**config.mk**
```make
export PLATFORM = sky130hd
export DESIGN_NAME = decodeStage
export DESIGN_NICKNAME = d
export VERILOG_FILES = /design/src/common/decodePkg.sv /design/src/hw/decode/controlDecoder.sv /design/src/hw/decode/immGen.sv /design/src/hw/decode/regSpecDecoder.sv /design/src/hw/decodeStage.sv /design/src/hw/regFile.sv
export SDC_FILE = /design/constraint.sdc
export NUM_CORES = 1
export LEC_CHECK = 0
export BUFFER_PORTS_ARGS = -buffer_cell sky130_fd_sc_hd__buf_2
export CAP_MARGIN = 20
export CORE_AREA = 2 2 143 145
export DETAILED_ROUTE_END_ITERATION = 10
export DIE_AREA = 0 0 145 147
export MAX_ROUTING_LAYER = met4
export PLACE_DENSITY = 0.82
export SYNTH_ARGS = -nofsm -noshare
export SYNTH_HDL_FRONTEND = slang
export SYNTH_SLANG_ARGS = --single-unit
export TNS_END_PERCENT = 20
```
**constraint.sdc**
```tcl
create_clock -name clk -period 7.2 [get_ports clk]
set_input_delay 1.08 -clock clk [delete_from_list [all_inputs] [get_ports clk]]
set_output_delay 1.08 -clock clk [all_outputs]
set_load 0.02 [all_outputs]
```
**src/common/decodePkg.sv**
```systemverilog
package decodePkg;

	// Machine widths are fixed by the ISA
	localparam int wordWidth = 16; // Data and instruction word
	localparam int regAddrWidth = 3; // Register specifier
	localparam int numRegs = 8;
	localparam int opcodeWidth = 5; // Top field of every instruction word
	localparam logic [regAddrWidth-1:0] linkReg = 3'd7; // JAL and JALR write the return address here

	// Supported opcodes, anything else is treated as a NOP
	typedef enum logic [opcodeWidth-1:0] {
		NOP = 5'b00001,
		J = 5'b00100,
		JR = 5'b00101,
		JAL = 5'b00110,
		JALR = 5'b00111,
		ADDI = 5'b01000,
		SUBI = 5'b01001,
		XORI = 5'b01010,
		ANDNI = 5'b01011,
		BEQZ = 5'b01100,
		BNEZ = 5'b01101,
		ST = 5'b10000,
		LD = 5'b10001,
		SLBI = 5'b10010,
		STU = 5'b10011,
		LBI = 5'b11000,
		ALU = 5'b11011 // R format group, operation picked by the extension bits
	} opcode_e;

	// Extension bits in instr[1:0] of the R format group
	typedef enum logic [1:0] {
		fnAdd = 2'b00,
		fnSub = 2'b01,
		fnXor = 2'b10,
		fnAndn = 2'b11
	} aluFunct_e;

	typedef enum logic [1:0] {
		formJ = 2'b00, // Opcode and an 11-bit displacement
		formI1 = 2'b01, // Opcode, Rs, Rd and a 5-bit immediate
		formI2 = 2'b10, // Opcode, Rs and an 8-bit immediate
		formR = 2'b11 // Opcode, Rs, Rt, Rd and the extension bits
	} format_e;

	typedef enum logic [2:0] {
		opAdd = 3'd0,
		opSub = 3'd1,
		opXor = 3'd2,
		opAndn = 3'd3,
		opPass = 3'd4, // Hands the operand or immediate straight through
		opShiftLoad = 3'd5 // SLBI shifts Rs left by eight and ors in the immediate
	} aluOp_e;

	typedef enum logic [2:0] {
		immNone = 3'd0,
		immS5 = 3'd1,
		immZ5 = 3'd2,
		immS8 = 3'd3,
		immZ8 = 3'd4,
		immS11 = 3'd5
	} immKind_e;

	// Control flags for the later stages
	typedef struct packed {
		aluOp_e aluOp;
		logic memRead;
		logic memWrite;
		logic isBranch;
		logic isJump;
		logic linkWrite; // Result is the incremented PC
	} ctrl_t;

	typedef struct packed {
		logic [regAddrWidth-1:0] rdA;
		logic [regAddrWidth-1:0] rdB;
		logic [regAddrWidth-1:0] wr;
		logic wrEn;
	} regSpec_t;

	// Everything execute needs for one instruction
	typedef struct packed {
		ctrl_t ctrl;
		regSpec_t spec;
		logic [wordWidth-1:0] opA;
		logic [wordWidth-1:0] opB;
		logic [wordWidth-1:0] imm;
		logic [wordWidth-1:0] incrPc;
		format_e fmt;
	} decoded_t;

	typedef struct packed {
		logic en;
		logic [regAddrWidth-1:0] addr;
		logic [wordWidth-1:0] data;
	} writeback_t;

endpackage

```
**src/hw/decode/controlDecoder.sv**
```systemverilog
`timescale 1ns/100ps

module controlDecoder (
	input logic [decodePkg::wordWidth-1:0] instr,
	output decodePkg::format_e fmt,
	output decodePkg::ctrl_t ctrl,
	output decodePkg::immKind_e immKind
);

	decodePkg::opcode_e opcode;
	decodePkg::aluFunct_e funct; // Only meaningful for the R group

	// Opcode sits in the top five bits for every format
	assign opcode = decodePkg::opcode_e'(
		instr[decodePkg::wordWidth-1 -: decodePkg::opcodeWidth]);
	assign funct = decodePkg::aluFunct_e'(instr[1:0]);

	always_comb begin
		// Defaults describe a NOP, so an unknown opcode does nothing
		fmt = decodePkg::formJ;
		immKind = decodePkg::immNone;
		ctrl = '0;
		ctrl.aluOp = decodePkg::opPass;

		case (opcode)
			// I format 1 arithmetic uses signed adds and unsigned logic ops
			decodePkg::ADDI: begin
				fmt = decodePkg::formI1;
				immKind = decodePkg::immS5;
				ctrl.aluOp = decodePkg::opAdd;
			end
			decodePkg::SUBI: begin
				fmt = decodePkg::formI1;
				immKind = decodePkg::immS5;
				ctrl.aluOp = decodePkg::opSub; // Immediate minus Rs
			end
			decodePkg::XORI: begin
				fmt = decodePkg::formI1;
				immKind = decodePkg::immZ5;
				ctrl.aluOp = decodePkg::opXor;
			end
			decodePkg::ANDNI: begin
				fmt = decodePkg::formI1;
				immKind = decodePkg::immZ5;
				ctrl.aluOp = decodePkg::opAndn;
			end
			// Memory ops compute Rs plus a signed offset
			decodePkg::ST, decodePkg::STU: begin
				fmt = decodePkg::formI1;
				immKind = decodePkg::immS5;
				ctrl.aluOp = decodePkg::opAdd;
				ctrl.memWrite = 1'b1;
			end
			decodePkg::LD: begin
				fmt = decodePkg::formI1;
				immKind = decodePkg::immS5;
				ctrl.aluOp = decodePkg::opAdd;
				ctrl.memRead = 1'b1;
			end
			decodePkg::LBI: begin
				fmt = decodePkg::formI2;
				immKind = decodePkg::immS8; // Rs gets the immediate as is
			end
			decodePkg::SLBI: begin
				fmt = decodePkg::formI2;
				immKind = decodePkg::immZ8;
				ctrl.aluOp = decodePkg::opShiftLoad;
			end
			decodePkg::BEQZ, decodePkg::BNEZ: begin
				fmt = decodePkg::formI2;
				immKind = decodePkg::immS8; // PC relative displacement
				ctrl.isBranch = 1'b1; // ALU passes Rs for the zero test
			end
			// Register jumps target Rs plus a signed offset
			decodePkg::JR: begin
				fmt = decodePkg::formI2;
				immKind = decodePkg::immS8;
				ctrl.aluOp = decodePkg::opAdd;
				ctrl.isJump = 1'b1;
			end
			decodePkg::JALR: begin
				fmt = decodePkg::formI2;
				immKind = decodePkg::immS8;
				ctrl.aluOp = decodePkg::opAdd;
				ctrl.isJump = 1'b1;
				ctrl.linkWrite = 1'b1;
			end
			// PC relative jumps with the long displacement
			decodePkg::J: begin
				immKind = decodePkg::immS11;
				ctrl.aluOp = decodePkg::opAdd;
				ctrl.isJump = 1'b1;
			end
			decodePkg::JAL: begin
				immKind = decodePkg::immS11;
				ctrl.aluOp = decodePkg::opAdd;
				ctrl.isJump = 1'b1;
				ctrl.linkWrite = 1'b1;
			end
			decodePkg::ALU: begin
				fmt = decodePkg::formR;
				case (funct)
					decodePkg::fnAdd: ctrl.aluOp = decodePkg::opAdd;
					decodePkg::fnSub: ctrl.aluOp = decodePkg::opSub;
					decodePkg::fnXor: ctrl.aluOp = decodePkg::opXor;
					decodePkg::fnAndn: ctrl.aluOp = decodePkg::opAndn;
				endcase
			end
			default: begin
				// NOP and every unlisted code keep the defaults
			end
		endcase
	end

endmodule

```
**src/hw/decode/immGen.sv**
```systemverilog
`timescale 1ns/100ps

module immGen (
	input logic [decodePkg::wordWidth-1:0] instr,
	input decodePkg::immKind_e immKind,
	output logic [decodePkg::wordWidth-1:0] imm
);

	localparam int w = decodePkg::wordWidth;

	logic [4:0] field5; // I format 1
	logic [7:0] field8; // I format 2
	logic [10:0] field11; // J format displacement

	// All three fields start at bit 0
	assign field5 = instr[4:0];
	assign field8 = instr[7:0];
	assign field11 = instr[10:0];

	always_comb begin
		case (immKind)
			decodePkg::immS5: begin
				imm = {{(w - 5){field5[4]}}, field5};
			end
			decodePkg::immZ5: begin
				imm = {{(w - 5){1'b0}}, field5};
			end
			decodePkg::immS8: begin
				imm = {{(w - 8){field8[7]}}, field8};
			end
			decodePkg::immZ8: begin
				imm = {{(w - 8){1'b0}}, field8};
			end
			decodePkg::immS11: begin
				imm = {{(w - 11){field11[10]}}, field11};
			end
			default: begin
				imm = '0; // R format and NOP carry no immediate
			end
		endcase
	end

endmodule

```
**src/hw/decode/regSpecDecoder.sv**
```systemverilog
`timescale 1ns/100ps

module regSpecDecoder (
	input decodePkg::format_e fmt,
	input logic [decodePkg::wordWidth-1:0] instr,
	output decodePkg::regSpec_t spec
);

	decodePkg::opcode_e opcode;
	logic [decodePkg::regAddrWidth-1:0] rs; // Same position in every format that has one
	logic [decodePkg::regAddrWidth-1:0] fieldB; // Rd of I format 1, Rt of R format
	logic [decodePkg::regAddrWidth-1:0] fieldC; // Rd of R format

	assign opcode = decodePkg::opcode_e'(
		instr[decodePkg::wordWidth-1 -: decodePkg::opcodeWidth]);
	assign rs = instr[10:8];
	assign fieldB = instr[7:5];
	assign fieldC = instr[4:2];

	always_comb begin
		spec = '0; // Register 0 and no write unless a rule below says otherwise

		case (fmt)
			decodePkg::formJ: begin
				// Nothing is read, only JAL saves a return address
				if (opcode == decodePkg::JAL) begin
					spec.wr = decodePkg::linkReg;
					spec.wrEn = 1'b1;
				end
			end
			decodePkg::formI1: begin
				spec.rdA = rs;
				// Stores send Rd to memory as the data
				if (opcode == decodePkg::ST || opcode == decodePkg::STU) begin
					spec.rdB = fieldB;
				end
				spec.wr = (opcode == decodePkg::STU) ? rs : fieldB; // STU updates the base
				spec.wrEn = (opcode != decodePkg::ST);
			end
			decodePkg::formI2: begin
				spec.rdA = rs;
				if (opcode == decodePkg::JALR) begin
					spec.wr = decodePkg::linkReg;
					spec.wrEn = 1'b1;
				end else if (opcode == decodePkg::LBI || opcode == decodePkg::SLBI) begin
					spec.wr = rs; // Immediate loads overwrite their own source
					spec.wrEn = 1'b1;
				end
				// Branches and JR leave the write disabled
			end
			decodePkg::formR: begin
				spec.rdA = rs;
				spec.rdB = fieldB;
				spec.wr = fieldC;
				spec.wrEn = 1'b1;
			end
		endcase
	end

endmodule

```
**src/hw/decodeStage.sv**
```systemverilog
`timescale 1ns/100ps

module decodeStage (
	input logic clk,
	input logic rstN,
	input logic inValid,
	output logic inReady,
	input logic [decodePkg::wordWidth-1:0] instr,
	input logic [decodePkg::wordWidth-1:0] incrPc,
	input decodePkg::writeback_t wb,
	output logic outValid,
	input logic outReady,
	output decodePkg::decoded_t outBundle
);

	decodePkg::format_e fmt;
	decodePkg::ctrl_t ctrl;
	decodePkg::immKind_e immKind;
	decodePkg::regSpec_t spec;
	logic [decodePkg::wordWidth-1:0] opA;
	logic [decodePkg::wordWidth-1:0] opB;
	logic [decodePkg::wordWidth-1:0] imm;
	decodePkg::decoded_t nextBundle; // Decode result for the word on instr
	logic accept;

	controlDecoder ctrlDec (
		.instr(instr),
		.fmt(fmt),
		.ctrl(ctrl),
		.immKind(immKind)
	);

	// Needs the format from the control decoder
	regSpecDecoder specDec (
		.fmt(fmt),
		.instr(instr),
		.spec(spec)
	);

	regFile rf (
		.clk(clk),
		.rstN(rstN),
		.rdA(spec.rdA),
		.rdB(spec.rdB),
		.wb(wb),
		.opA(opA),
		.opB(opB)
	);

	immGen immUnit (
		.instr(instr),
		.immKind(immKind),
		.imm(imm)
	);

	// Room when the register is empty or being drained this cycle
	assign inReady = !outValid || outReady;
	assign accept = inValid && inReady;

	always_comb begin
		nextBundle.ctrl = ctrl;
		nextBundle.spec = spec;
		nextBundle.opA = opA;
		nextBundle.opB = opB;
		nextBundle.imm = imm;
		nextBundle.incrPc = incrPc; // Carried along for links and PC relative targets
		nextBundle.fmt = fmt;
	end

	// Valid follows the input whenever the register may change
	always_ff @(posedge clk or negedge rstN) begin
		if (!rstN) begin
			outValid <= 1'b0;
		end else if (inReady) begin
			outValid <= inValid;
		end
	end

	// Payload only loads on acceptance, so a stall keeps the latched operands
	always_ff @(posedge clk) begin
		if (accept) begin
			outBundle <= nextBundle;
		end
	end

endmodule

```
**src/hw/regFile.sv**
```systemverilog
`timescale 1ns/100ps

module regFile (
	input logic clk,
	input logic rstN,
	input logic [decodePkg::regAddrWidth-1:0] rdA,
	input logic [decodePkg::regAddrWidth-1:0] rdB,
	input decodePkg::writeback_t wb,
	output logic [decodePkg::wordWidth-1:0] opA,
	output logic [decodePkg::wordWidth-1:0] opB
);

	logic [decodePkg::wordWidth-1:0] regs [decodePkg::numRegs];
	logic hitA; // Writeback targets the register read on port A this cycle
	logic hitB;

	// Single write port, every register starts at zero
	always_ff @(posedge clk or negedge rstN) begin
		if (!rstN) begin
			for (int i = 0; i < decodePkg::numRegs; i++) begin
				regs[i] <= '0;
			end
		end else if (wb.en) begin
			regs[wb.addr] <= wb.data;
		end
	end

	assign hitA = wb.en && (wb.addr == rdA);
	assign hitB = wb.en && (wb.addr == rdB);

	// Forward the writeback so a same-cycle read sees the new value
	assign opA = hitA ? wb.data : regs[rdA];
	assign opB = hitB ? wb.data : regs[rdB];

endmodule

```
### After elaboration in Yosys (flattened, before gate mapping)

Cells that the tools add are included.

* output and inout port bits: 86
* bits of input ports: 56
* logic and storage cells: 112
* register bits: 213

* magnitude comparators: 4
* eq/ne operators: 30
* reductions and logical operators: 22
* bitwise operators: 3
* multiplexer cells: 29

Operators by type and width (count)
* $bwmux W128: 1
* $mux W16: 7
* $bmux W16 S3: 2
* $pmux W16 S5: 1
* $demux W16 S3: 1
* $eq A5 B4 Y1 const B: 6
* $eq A5 B5 Y1 const B: 6
* $eq A5 B3 Y1 const B: 4
* $pmux W3 S6: 1
* $pmux W4 S4: 1
* $pmux W3 S5: 1
* $ge A4 B4 Y1 const B: 3
* $mux W4: 3
* $not A3 Y4: 3
* $pmux W3 S4: 1
* $reduce_or A2 Y1: 5
* $reduce_or A5 Y1: 2
* $mux W3: 3
* $eq A2 B2 Y1 const B: 4
* $reduce_or A8 Y1: 1
* $reduce_or A7 Y1: 1
* $eq A3 B2 Y1 const B: 2
* $eq A3 B3 Y1: 2
* $eq A3 B3 Y1 const B: 2
* 14 further kinds: 25

### Logic depth before layout (Yosys ltp)

Gate-level depths: netlist of run 1.

* depth after elaboration: 11
* gate-level depth with buffers: 8
* depth with buffers taken out: 5

### Hierarchy

Synthesis of run 1 repeated with hierarchy kept, for this count alone.

* cell total of the unflattened synthesis: 661
* area, all modules: 10901.7 sq um

Modules (own cells, without submodules)
* regFile: times used 1, cells each 452, sequential area each 3203.1 sq um, area an instance 7508.5 sq um
* decodeStage: times used 1, cells each 88, sequential area each 2547.4 sq um, area an instance 2576.2 sq um
* regSpecDecoder: times used 1, cells each 47, sequential area each 0.0 sq um, area an instance 317.8 sq um
* controlDecoder: times used 1, cells each 46, sequential area each 0.0 sq um, area an instance 285.3 sq um
* immGen: times used 1, cells each 28, sequential area each 0.0 sq um, area an instance 214.0 sq um

### Worst setup path before layout of run 1

Ideal clock, no wire load.

* path type: input to register
* start point: input outReady
* end point: register outBundle[0] in the netlist's numbering, enable pin
* library setup time: 446 ps
* arrival time: 3224 ps
* cell stages on the path: 2
* data required time: 6754 ps
* slack: 3530 ps
* path buffers: 0
* cells stage by stage: nand2b_1 and2_1

* longest elaborated chain between the ends: 2

Ends and longest elaborated chain
* from (decl): RTL line decodeStage.sv:12 `input logic outReady,`
* $logic_or A1 B1 Y1: RTL line decodeStage.sv:57 `assign inReady = !outValid || outReady;`
* $logic_and A1 B1 Y1: RTL line decodeStage.sv:58 `assign accept = inValid && inReady;`
* named net accept: RTL line decodeStage.sv:24 `logic accept;`
* to (signal assigned): RTL line decodeStage.sv:82 `outBundle <= nextBundle;`
* to (decl): RTL line decodeStage.sv:13 `output decodePkg::decoded_t outBundle`

The timed path passes the listed nets, and every way through them passes these cells.
A chain may end at the register's enable or synchronous reset.

### Worst setup path in the final report of run 1

* start point: input instr[11] in the netlist's numbering
* end point: register outBundle[53] in the netlist's numbering, data pin

* longest elaborated chain between the ends: 11
* elaborated cells between the ends (all ways): 29
* those cells by class: eq/ne (18); mux (6); bitwise (1); reduce/logical (4)

Ends and longest elaborated chain
* from (decl): RTL line decodeStage.sv:8 `input logic [decodePkg::wordWidth-1:0] instr,`
* $eq A5 B4 Y1 (tied with other cells): RTL line controlDecoder.sv:25 `case (opcode)`
* $reduce_or A7 Y1 (no source line) / $reduce_or A6 Y1 (equally long branches)
* $pmux W2 S3 (*): RTL line controlDecoder.sv:25
* $eq A2 B1 Y1 / $eq A2 B2 Y1 (equally long branches): RTL line regSpecDecoder.sv:23 `case (fmt)`
* $reduce_or A3 Y1 (no source line) (*)
* $mux W3 (*): RTL line regSpecDecoder.sv:23
* $not A3 Y4 (not written as such): RTL line regFile.sv:32 `assign opA = hitA ? wb.data : regs[rdA];`
* $bmux W16 S3: RTL line regFile.sv:32
* $mux W16 (not written as such) (2 in a row): RTL line regFile.sv:32
* $mux W16 (*): RTL line regFile.sv:32
* named net opA, one bit: RTL line decodeStage.sv:20 `logic [decodePkg::wordWidth-1:0] opA;`

The timed path passes the listed nets; every way through them passes the cells marked *. The select of a mux whose other input is x is not followed.

==> results of run 1 <==
## power breakdown
| part | internal [mW] | total, mW | switching [mW] | leakage (nW) |
|---|---|---|---|---|
| Sequential | 1.45 | 1.59 | 0.139 | 2.31 |
| Combinational | 0.372 | 0.681 | 0.309 | 2.27 |
| Clock | 0.759 | 1.22 | 0.466 | 0.376 |
## state kept, by name (all words and copies together) (netlist names)
name and flops:
outBundle 79, rf.regs 128, outValid 1
## worst max-delay path: stages
cell       delay, ns
buf_2           0.32
and2_4          0.23
o221a_1         0.83
nor3_2          0.16
o2111ai_4       0.72
mux2_2          0.42
## final cells by class
cell class | instances | share of cell area [%]
Antenna cell | 1 | 0.0206
Tap cell | 270 | 2.78
Sequential cell | 208 | 46.0
Timing Repair Buffer | 154 | 6.75
Multi-Input combinational cell | 468 | 37.7
Clock buffer | 30 | 5.20
Inverter | 8 | 0.247
Clock inverter | 10 | 1.29
## logic make-up after synthesis
group,count (synthesis)
compound gates,122
flops,208
simple gates,116
xor+xnor,4
buf+inv,88
mux,226
## synthesized netlist by cell type (all sizes together) (2+ instances only)
master	n	area (sq um)
mux2	191	2190
dfrtp	129	3230
edfxtp	79	2370
buf	43	233
clkbuf	37	140
o22ai	34	213
mux4	32	721
nor2	30	113
a22oi	17	128
nor4	16	100
a221o	15	150
nand2	15	56.3
o21ai	14	70.1
a21oi	12	63.8
and2	11	71.3
inv	8	30.0
nand2b	8	50.1
nand3	7	35.0
nor3	7	45.0
a211oi	4	30.0
a21o	4	30.0
and3	4	25.0
nor2b	4	25.0
xnor2	4	35.0
a31oi	3	18.8
mux2i	3	30.0
nand4b	3	26.3
nor3b	3	32.5
o2111ai	3	43.8
o221a	3	33.8
o221ai	3	50.1
a221oi	2	23.8
a22o	2	17.5
nor4bb	2	20.0
or3	2	17.5
## final timing paths
path                            slack [ns]             to   startpoint
worst max-delay path                  3.68  outBundle[53]    instr[11]
worst min-delay path                  0.52    rf.regs[32]  rf.regs[32]
worst max register to register        5.29  outBundle[40]     outValid
worst min register to register        0.52    rf.regs[32]  rf.regs[32]
max in group asynchronous             5.20    rf.regs[44]         rstN
min in group asynchronous             0.74    rf.regs[13]         rstN
## layer usage
layer / global-route usage (%) / part of all wire, % / vias up
li1: - / - / 3150
met1: 33.3 / 40 / 3639
met2: 39.8 / 49 / 345
met3: 4.01 / 7.5 / 65
met4: 10.0 / 3.4 / 0
met5: - / 0 / -
==> Implementation_results.wiki, run 1 <==
{| class="wikitable"
! Metric !! Value
|-
| Filler-free cell count of the finished design || 1149
|-
| Lkg Pwr || 4.96 nW
|-
| Crit path required time || 7.46 ns
|-
| Most common cell after layout, fill and taps aside || mux2_2
|-
| Predominant post-synthesis flop cell || dfrtp_1
|-
| Number of pins exceeding their max-slew limit in the final report || 0
|-
| Average via count per standard cell || 6.27
|-
| Register clock-pin slew on the reported worst setup and hold paths || 0.06 ns
|-
| Die footprint || 21300 sq um
|-
| Adder-cell share of the synthesized area || 0%
|-
| Die Span X || 145 um
|-
| Effective utilization at floorplan || 53.2%
|-
| Wire length of the first global-routing pass || 41.2 mm
|-
| Worst hold path depth || 1
|-
| Total number of vias || 7199
|-
| Final setup TNS || 0 ns
|-
| Count of mapped cells out of synthesis || 764
|-
| Pin count of the biggest net entering global routing || 77
|-
| Post-Syn Area || 10600 sq um
|-
| Gr usage total || 25.3%
|-
| Number of buffers inserted during clock tree synthesis || 22
|-
| Startpoint kind of the worst setup timing path || input port
|-
| Multi-input combinational cell area || 4580 sq um
|-
| Number of antenna violations at the first check in global routing || 1
|-
| Type of the tightest min-delay check || reg -> reg
|-
| Filler cell count in the final layout || 1490
|-
| Crit-path max FO || 24
|-
| Clock tree from TritonCTS || built
|-
| Area Overhead vs Synth || 15.2%
|-
| Smallest hold slack || 0.524 ns
|-
| Sequential Area || 5600 sq um
|-
| Number of cell instances on the worst register-to-register path || 3
|-
| Via count of the first global-routing pass || 7290
|-
| CP endpoint kind || register
|-
| Setup-failing EPs final || 0
|-
| Overflow after GRT || 0
|-
| Power consumption || 3.49 mW
|-
| Count of boundary I/O pins || 142
|-
| Synthesized netlist net count || 820
|-
| Final GP Congestion || 0.888
|-
| Largest family of logic cells by synthesized area || multiplexers
|-
| Unrepaired setup endpoints after global routing || false
|-
| Synth async-reset ratio || 62.0%
|-
| Fraction of synthesized cell area in xor and xnor cells || 0.332%
|-
| Area after detailed placement || 11400 sq um
|-
| Number of nets at the end of the flow || 918
|-
| Mean area per synthesized cell || 13.8 sq um
|-
| Worst Clk Skew || 0.00951 ns
|-
| Post-Synth Simple-Gate Area || 6.12%
|-
| Portion of the post-synthesis area used by sequential elements || 53.0%
|-
| Highest-count cells in the layout ignoring fill and taps || mux2_2, buf_2, dfrtp_1, edfxtp_1, o22ai_1
|-
| Power density over cell area || 287 nW/um^2
|-
| Post-CTS repair timing setup buffer count || 0
|-
| Floorplan core area || 19800 sq um
|-
| H-Tree Level Count || 1
|-
| Floorplan row count || 52
|-
| Layout cell share with drive strength beyond 1 || 48.6%
|-
| Number of endpoints with negative hold slack in the final report || 0
|-
| Data arrival at the endpoint of the critical path || 3.78 ns
|-
| Hold buffer count at cts || 0
|-
| Worst Slack Setup Final || 3.68 ns
|-
| Number of search-and-repair iterations in the first detailed-routing pass || 5
|-
| End-of-flow core utilization || 61.3%
|-
| Placed cells || 1107
|-
| Distinct cell type count of the synthesized netlist || 64
|-
| Insertion delay of the later-clocked pin in the worst-skew pair || 0.51 ns
|-
| Number of enable-type register cells in the synthesized netlist || 79
|-
| Final period demand of the worst path || 3.52 ns
|-
| HPWL after detailed placement || 15.8 mm
|-
| Total wire length after detailed routing || 26.1 mm
|-
| Headroom to the max-slew limit || 26.5%
|-
| Number of sinks driven by the clock tree || 208
|-
| Worst supply voltage drop on vdd || 0.196 mV
|-
| Critical path type || in -> reg
|-
| Flops & latches, synth || 208
|-
| Remaining design rule violation count || 0
|-
| Slew of the pin with the lowest slew margin || 1.10 ns
|-
| Share of synthesized area spent on multiplexers || 27.8%
|-
| Count of input and output buffers || 141
|-
| Worst Setup Slack post-DPL || 3.19 ns
|-
| Period Utilization, post-route || 48.9%
|-
| Die height || 147 um
|-
| Number of warning messages in the yosys log || 0
|-
| First DRT Iteration DRCs || 665
|-
| Status || finished, final reports clean
|-
| Compound-cell area share of the yosys netlist || 8.85%
|-
| Detailed-route wire length per cell || 22.7 um
|-
| Maximum number of buffers from clock root to sink || 3
|-
| Antenna Violating Nets Remaining || 0
|-
| Root buffer cell || clkbuf_16
|-
| Area of all placed cells without fillers || 12200 sq um
|-
| Count of max-cap constraint violations || 0
|-
| Maximum clock frequency || 284 MHz
|-
| Resize count post-CTS || 0
|}
(Power assumes the default switching activity.)
==> inputs of run 2 (changes only) <==
==> constraint.sdc (replaced) <==
create_clock -name clk -period 3.37 [get_ports clk]
set_input_delay 0.5055 -clock clk [delete_from_list [all_inputs] [get_ports clk]]
set_output_delay 0.5055 -clock clk [all_outputs]
set_load 0.02 [all_outputs]
==> Implementation_results.wiki, run 2 (synthesis gave the netlist of run 1 again) <==
{| class="wikitable"
! Metric !! Value
|-
| Slew of the pin with the lowest slew margin || 0.929 ns (-0.174 ns)
|-
| Wire length of the first global-routing pass || 42.5 mm (+3.1%)
|-
| Total number of vias || 7471 (+3.8%)
|-
| Number of sinks driven by the clock tree || 208 (unchanged)
|-
| Gr usage total || 26.3% (+1.0 points)
|-
| Busiest layer in global routing || met2
|-
| Overflow after GRT || 0 (unchanged)
|-
| Maximum clock frequency || 390 MHz
|-
| Int Pwr || 5.41 mW (+110%)
|-
| Total wire length after detailed routing || 27.4 mm (+4.8%)
|-
| Proportion of power drawn by flip-flops and latches || 46.1% (+0.6 points)
|-
| Worst R2R Setup Slack || 1.60 ns (-3.69 ns)
|-
| Maximum number of buffers from clock root to sink || 3 (unchanged)
|-
| Layout cell share with drive strength beyond 1 || 49.2% (+0.53 points)
|-
| Count of boundary I/O pins || 142 (unchanged)
|-
| Root buffer cell || clkbuf_16
|-
| Count of max-cap constraint violations || 0 (unchanged)
|-
| Data arrival at the endpoint of the critical path || 2.82 ns (-0.96 ns)
|-
| Number of endpoints with negative hold slack in the final report || 0 (unchanged)
|-
| Via count of the first global-routing pass || 7586 (+4.1%)
|-
| Number of nets at the end of the flow || 939 (+2.3%)
|-
| Die height || 147 um (unchanged)
|-
| Net switching power || 1.96 mW (+110%)
|-
| Area Overhead vs Synth || 16.4%
|-
| Most common cell after layout, fill and taps aside || mux2_2
|-
| Headroom to the max-slew limit || 38.0% (+12 points)
|-
| Detailed-route wire length per cell || 23.4 um (+3.0%)
|-
| Smallest hold slack || 0.0417 ns (-0.482 ns)
|-
| Status || finished, final reports clean
|-
| Stage delay of the slowest cell on the critical path || 0.76 ns (-0.07 ns)
|-
| Final GP Congestion || 0.912 (+2.7%)
|-
| Floorplan core area || 19800 sq um (unchanged)
|-
| Resize count post-CTS || 0 (unchanged)
|-
| Cells along the critical path || buf_2 > o221a_1 > buf_4 > nor3_2 > o2111ai_4 > mux2_2
|-
| Post-CTS repair timing setup buffer count || 0 (unchanged)
|-
| Relative contribution of combinational cells to total power || 20.4% (+0.9 points)
|-
| HPWL after detailed placement || 16.7 mm (+5.5%)
|-
| Final period demand of the worst path || 2.57 ns
|-
| Clock tree from TritonCTS || built
|-
| Area of all placed cells without fillers || 12300 sq um (+1.0%)
|-
| Number of search-and-repair iterations in the first detailed-routing pass || 5 (unchanged)
|-
| Startpoint kind of the worst setup timing path || input port
|-
| Pin count of the biggest net entering global routing || 80 (+3.9%)
|-
| Worst setup path start || instr[14]
|-
| Max stage delay cell, worst path || o2111ai_4
|-
| Total inserted antenna cells || 0 (-1)
|-
| Grt met2 use || 41.3% (+1.5 points)
|-
| Crit path required time || 3.62 ns (-3.84 ns)
|-
| Final setup TNS || 0 ns (unchanged)
|-
| Period Utilization, post-route || 76.2%
|-
| H-Tree Level Count || 1 (unchanged)
|-
| Hold buffer count at cts || 0 (unchanged)
|-
| Worst Clk Skew || 0.00723 ns (-0.00228 ns)
|-
| Crit Reg-Reg Startpoint || rf.regs[38]
|-
| Worst supply voltage drop on vdd || 0.298 mV (+52%)
|-
| Unrepaired setup endpoints after global routing || false
|-
| CP endpoint kind || register
|-
| First DRT Iteration DRCs || 743 (+12%)
|-
| Global-route met3 utilization || 4.32% (+0.31 points)
|-
| Setup-failing EPs final || 0 (unchanged)
|-
| Average via count per standard cell || 6.39 (+2.0%)
|-
| Clock share of power || 33.5% (-1.5 points)
|-
| Highest-count cells in the layout ignoring fill and taps || mux2_2, buf_2, dfrtp_1, edfxtp_1, o22ai_1
|-
| Type of the tightest min-delay check || in -> async
|-
| Register clock-pin slew on the reported worst setup and hold paths || 0.06 ns (about the same)
|-
| Number of cell instances on the worst register-to-register path || 5 (+2)
|-
| Antenna Violating Nets Remaining || 0 (unchanged)
|-
| Lkg Pwr || 5.06 nW (+2.0%)
|-
| Die footprint || 21300 sq um (unchanged)
|-
| Number of buffers inserted during clock tree synthesis || 22 (unchanged)
|-
| Critical path type || in -> reg
|-
| Number of flip-flops under the largest register name || 128 (unchanged)
|-
| Number of antenna violations at the first check in global routing || 0 (-1)
|-
| Global-route track usage on met1 || 33.7% (+0.40 points)
|-
| Crit-path max FO || 25 (+4.2%)
|-
| Area after detailed placement || 11500 sq um (+1.6%)
|-
| Floorplan row count || 52 (unchanged)
|-
| Power density over cell area || 600 nW/um^2 (+110%)
|-
| Largest registers in the final layout || rf.regs (128), outBundle (79), outValid (1)
|-
| Reg-to-reg critical path endpoint || outBundle[56]
|-
| Number of pins exceeding their max-slew limit in the final report || 0 (unchanged)
|-
| Effective utilization at floorplan || 53.2% (unchanged)
|-
| Count of input and output buffers || 141 (unchanged)
|-
| Remaining design rule violation count || 0 (unchanged)
|-
| Die Span X || 145 um (unchanged)
|-
| Insertion delay of the later-clocked pin in the worst-skew pair || 0.51 ns (about the same)
|-
| Top register by number of flip-flops || rf.regs
|-
| Switching power share of the total || 26.5% (+0.38 points)
|}
==> run 2: how the worst max path moves through the flow <==
stage                         end  slack [ns]  cells past startpoint
floorplan            outBundle[0]        0.27                      2
global placement    outBundle[54]        0.47                      6
detailed placement  outBundle[53]        0.38                      6
CTS                 outBundle[54]        0.87                      6
global route        outBundle[54]        0.75                      6
finish              outBundle[53]        0.80                      6
==> run 2: layout make-up <==
class / count / area, sq um
timing repair buffer: 175 / 1010
sequential: 208 / 5600
clock buffer: 32 / 693
inverter: 8 / 30.0
tap: 270 / 338
multi-input combinational: 468 / 4560
fill: 1457 / 7550
clock inverter: 8 / 57.6
==> run 2: worst max-delay path, delay by kind of cell <==
kind / cells / cell delay (ns)
AOI/OAI and AO/OA: 2 / 1.20
buffers and inverters: 2 / 0.61
muxes: 1 / 0.42
and+or+nand+nor: 1 / 0.07
==> run 2: per-stage QoR <==
stage	setup slack [ns]	total power [mW]	util, %	std cells
after floorplan	0.275	4.46	-	764
after global placement	0.474	4.82	58.1	1129
after detailed placement	0.381	4.90	58.1	1129
after CTS	0.871	7.38	61.9	1169
after global routing	0.753	7.64	61.9	1169
final	0.803	7.37	61.9	1169
==> run 2: per-layer routing <==
| layer | up-vias | wire length (um) |
|---|---|---|
| met4 | 0 | 1130 |
| met1 | 3759 | 11000 |
| met5 | - | 0 |
| met3 | 95 | 2100 |
| li1 | 3178 | - |
| met2 | 439 | 13100 |
==> run 2: power groups by stage <==
stage	Clock [mW]	Sequential, mW	Combinational, mW
floorplan	0	3.43	1.03
global placement	0	3.40	1.43
detailed placement	0	3.42	1.48
CTS	2.49	3.38	1.50
global route	2.59	3.44	1.60
finish	2.47	3.40	1.50
==> inputs of run 3 (changes only) <==
==> constraint.sdc (replaced) <==
create_clock -name clk -period 2.4 [get_ports clk]
set_input_delay 0.36 -clock clk [delete_from_list [all_inputs] [get_ports clk]]
set_output_delay 0.36 -clock clk [all_outputs]
set_load 0.02 [all_outputs]
==> Implementation_results.wiki, run 3 (synthesis gave the netlist of run 1 again) <==
{| class="wikitable"
! Metric !! Value
|-
| Max stage delay cell, worst path || or4_1
|-
| Reg-to-reg critical path endpoint || outBundle[56]
|-
| Setup-failing EPs final || 0 (unchanged)
|-
| Power density over cell area || 832 nW/um^2 (+39%)
|-
| Power consumption || 10.4 mW (+42%)
|-
| Startpoint kind of the worst setup timing path || input port
|-
| Layout cell share with drive strength beyond 1 || 51.0% (+1.8 points)
|-
| Crit-path max FO || 12 (-52%)
|-
| CP endpoint kind || register
|-
| Net switching power || 2.79 mW (+42%)
|-
| Type of the tightest min-delay check || in -> reg
|-
| Highest-count cells in the layout ignoring fill and taps || mux2_2, buf_2, dfrtp_1, edfxtp_1, buf_4
|-
| Antenna Violating Nets Remaining || 0 (unchanged)
|-
| Clock share of power || 33.9% (+0.4 points)
|-
| Data arrival at the endpoint of the critical path || 2.21 ns (-0.61 ns)
|-
| Maximum clock frequency || 511 MHz
|-
| Switching power share of the total || 26.7% (+0.12 points)
|-
| Stage delay of the slowest cell on the critical path || 0.55 ns (-0.21 ns)
|-
| Number of sinks driven by the clock tree || 208 (unchanged)
|-
| Floorplan core area || 19800 sq um (unchanged)
|-
| Proportion of power drawn by flip-flops and latches || 45.6% (-0.5 points)
|-
| First DRT Iteration DRCs || 688 (-7.4%)
|-
| Count of input and output buffers || 141 (unchanged)
|-
| Area Overhead vs Synth || 19.0%
|-
| Slew of the pin with the lowest slew margin || 0.695 ns (-0.234 ns)
|-
| Final GP Congestion || 0.925 (+1.5%)
|-
| H-Tree Level Count || 1 (unchanged)
|-
| Die footprint || 21300 sq um (unchanged)
|-
| HPWL after detailed placement || 17.4 mm (+4.5%)
|-
| Relative contribution of combinational cells to total power || 20.5% (about the same)
|-
| Worst supply voltage drop on vdd || 0.505 mV (+70%)
|-
| Number of buffers inserted during clock tree synthesis || 22 (unchanged)
|-
| Die Span X || 145 um (unchanged)
|-
| Placed cells || 1155 (+2.3%)
|-
| Headroom to the max-slew limit || 53.7% (+16 points)
|-
| Top register by number of flip-flops || rf.regs
|-
| Effective utilization at floorplan || 53.2% (unchanged)
|-
| Gr usage total || 26.8% (+0.50 points)
|-
| Insertion delay of the later-clocked pin in the worst-skew pair || 0.50 ns (about the same)
|-
| Count of boundary I/O pins || 142 (unchanged)
|-
| Number of antenna violations at the first check in global routing || 0 (unchanged)
|-
| Number of nets at the end of the flow || 966 (+2.9%)
|-
| Number of cell instances on the worst register-to-register path || 5 (unchanged)
|-
| Average via count per standard cell || 6.26 (-2.0%)
|-
| Critical path type || in -> reg
|-
| Int Pwr || 7.66 mW (+42%)
|-
| Worst setup path start || instr[13]
|-
| Die height || 147 um (unchanged)
|-
| Total wire length after detailed routing || 27.5 mm (+0.67%)
|-
| Smallest hold slack || 0.0269 ns (-0.0148 ns)
|-
| Most common cell after layout, fill and taps aside || mux2_2
|-
| Number of flip-flops under the largest register name || 128 (unchanged)
|-
| Remaining design rule violation count || 0 (unchanged)
|-
| Detailed-route wire length per cell || 23.0 um (-1.6%)
|-
| Pin count of the biggest net entering global routing || 130 (+63%)
|-
| Maximum number of buffers from clock root to sink || 3 (unchanged)
|-
| Count of max-cap constraint violations || 0 (unchanged)
|-
| Register clock-pin slew on the reported worst setup and hold paths || 0.07 ns (about the same)
|-
| Crit Reg-Reg Startpoint || rf.regs[38]
|-
| Worst R2R Setup Slack || 0.63 ns (-0.97 ns)
|-
| Cells along the critical path || buf_2 > nand2b_1 > o221a_1 > or4_1 > o2111ai_4 > buf_12 > mux2_2
|-
| Total number of vias || 7489 (+0.24%)
|-
| End of the critical path || outBundle[65]
|-
| Largest registers in the final layout || rf.regs (128), outBundle (79), outValid (1)
|-
| Period Utilization, post-route || 81.6%
|-
| Filler cell count in the final layout || 1480 (+1.6%)
|-
| Worst Clk Skew || 0.00934 ns (+0.00211 ns)
|-
| Number of endpoints with negative hold slack in the final report || 0 (unchanged)
|-
| Total inserted antenna cells || 0 (unchanged)
|-
| Number of search-and-repair iterations in the first detailed-routing pass || 7 (+2)
|-
| Min-Delay Startpoint || incrPc[10]
|-
| Status || finished, final reports clean
|-
| Overflow after GRT || 0 (unchanged)
|-
| Wire length of the first global-routing pass || 43.1 mm (+1.4%)
|-
| Resize count post-CTS || 0 (unchanged)
|-
| Filler-free cell count of the finished design || 1196 (+2.3%)
|-
| Final period demand of the worst path || 1.96 ns
|-
| Unrepaired setup endpoints after global routing || false
|-
| Crit path required time || 2.65 ns (-0.97 ns)
|-
| Root buffer cell || clkbuf_16
|-
| Lkg Pwr || 5.22 nW (+3.1%)
|-
| Via count of the first global-routing pass || 7678 (+1.2%)
|-
| Floorplan row count || 52 (unchanged)
|-
| Clock tree from TritonCTS || built
|-
| Number of pins exceeding their max-slew limit in the final report || 0 (unchanged)
|}
run 3: how the worst min path moves through the flow:
stage,endpoint,slack [ns],cells past startpoint
after floorplan,outValid,0.06,0
after CTS,outBundle[12],0.02,1
after detailed placement,rf.regs[42],0.51,1
final,outBundle[12],0.03,1
after global routing,outBundle[14],0.02,1
after global placement,rf.regs[42],0.50,1
run 3: per-layer routing:
metal	share of wire [%]	GRT usage, %	wire length (um)	up-vias
li1	-	-	-	3233
met1	38	33.5	10400	3736
met2	50	43.6	13700	430
met3	9.0	4.72	2490	90
met4	3.5	11.0	964	0
met5	0	-	0	-
run 3: timing repair:
action,CTS,global route
endpoints found under the hold margin,1,0
buffers inserted,0,0
hold buffers,1,0
setup endpoints to repair,0,0
run 3: area by class of cell:
cell class | count | area, sq um | area share [%]
Inverter | 8 | 30.0 | 0.239
Clock inverter | 12 | 138 | 1.10
Clock buffer | 28 | 614 | 4.89
Timing Repair Buffer | 202 | 1280 | 10.2
Tap cell | 270 | 338 | 2.69
Multi-Input combinational cell | 468 | 4560 | 36.3
Sequential cell | 208 | 5600 | 44.6
run 3: worst max-delay path: cells and delay by family:
kind                   cells  cell delay [ns]
buffers and inverters      2             0.33
AO/OA/AOI/OAI              2             0.45
multiplexers               1             0.34
AND/OR/NAND/NOR            2             0.72
run 3: stage by stage:
stage | setup slack [ns] | utilization, % | cell area, sq um | setup TNS, ns
final | 0.442 | 63.3 | 12600 | 0
after global routing | 0.404 | 63.3 | 12600 | 0
after CTS | 0.460 | 63.3 | 12600 | 0
after detailed placement | -0.0551 | 59.4 | 11800 | -0.484
after global placement | -0.00513 | 59.4 | 11800 | -0.0248
after floorplan | 0.0296 | - | 10600 | 0
run 3: power by group through the flow:
stage | Clock, mW | Sequential [mW] | Combinational [mW]
global route | 3.72 | 4.82 | 2.30
CTS | 3.57 | 4.74 | 2.14
global placement | 0 | 4.77 | 2.04
detailed placement | 0 | 4.80 | 2.12
floorplan | 0 | 4.82 | 1.44
finish | 3.54 | 4.76 | 2.14
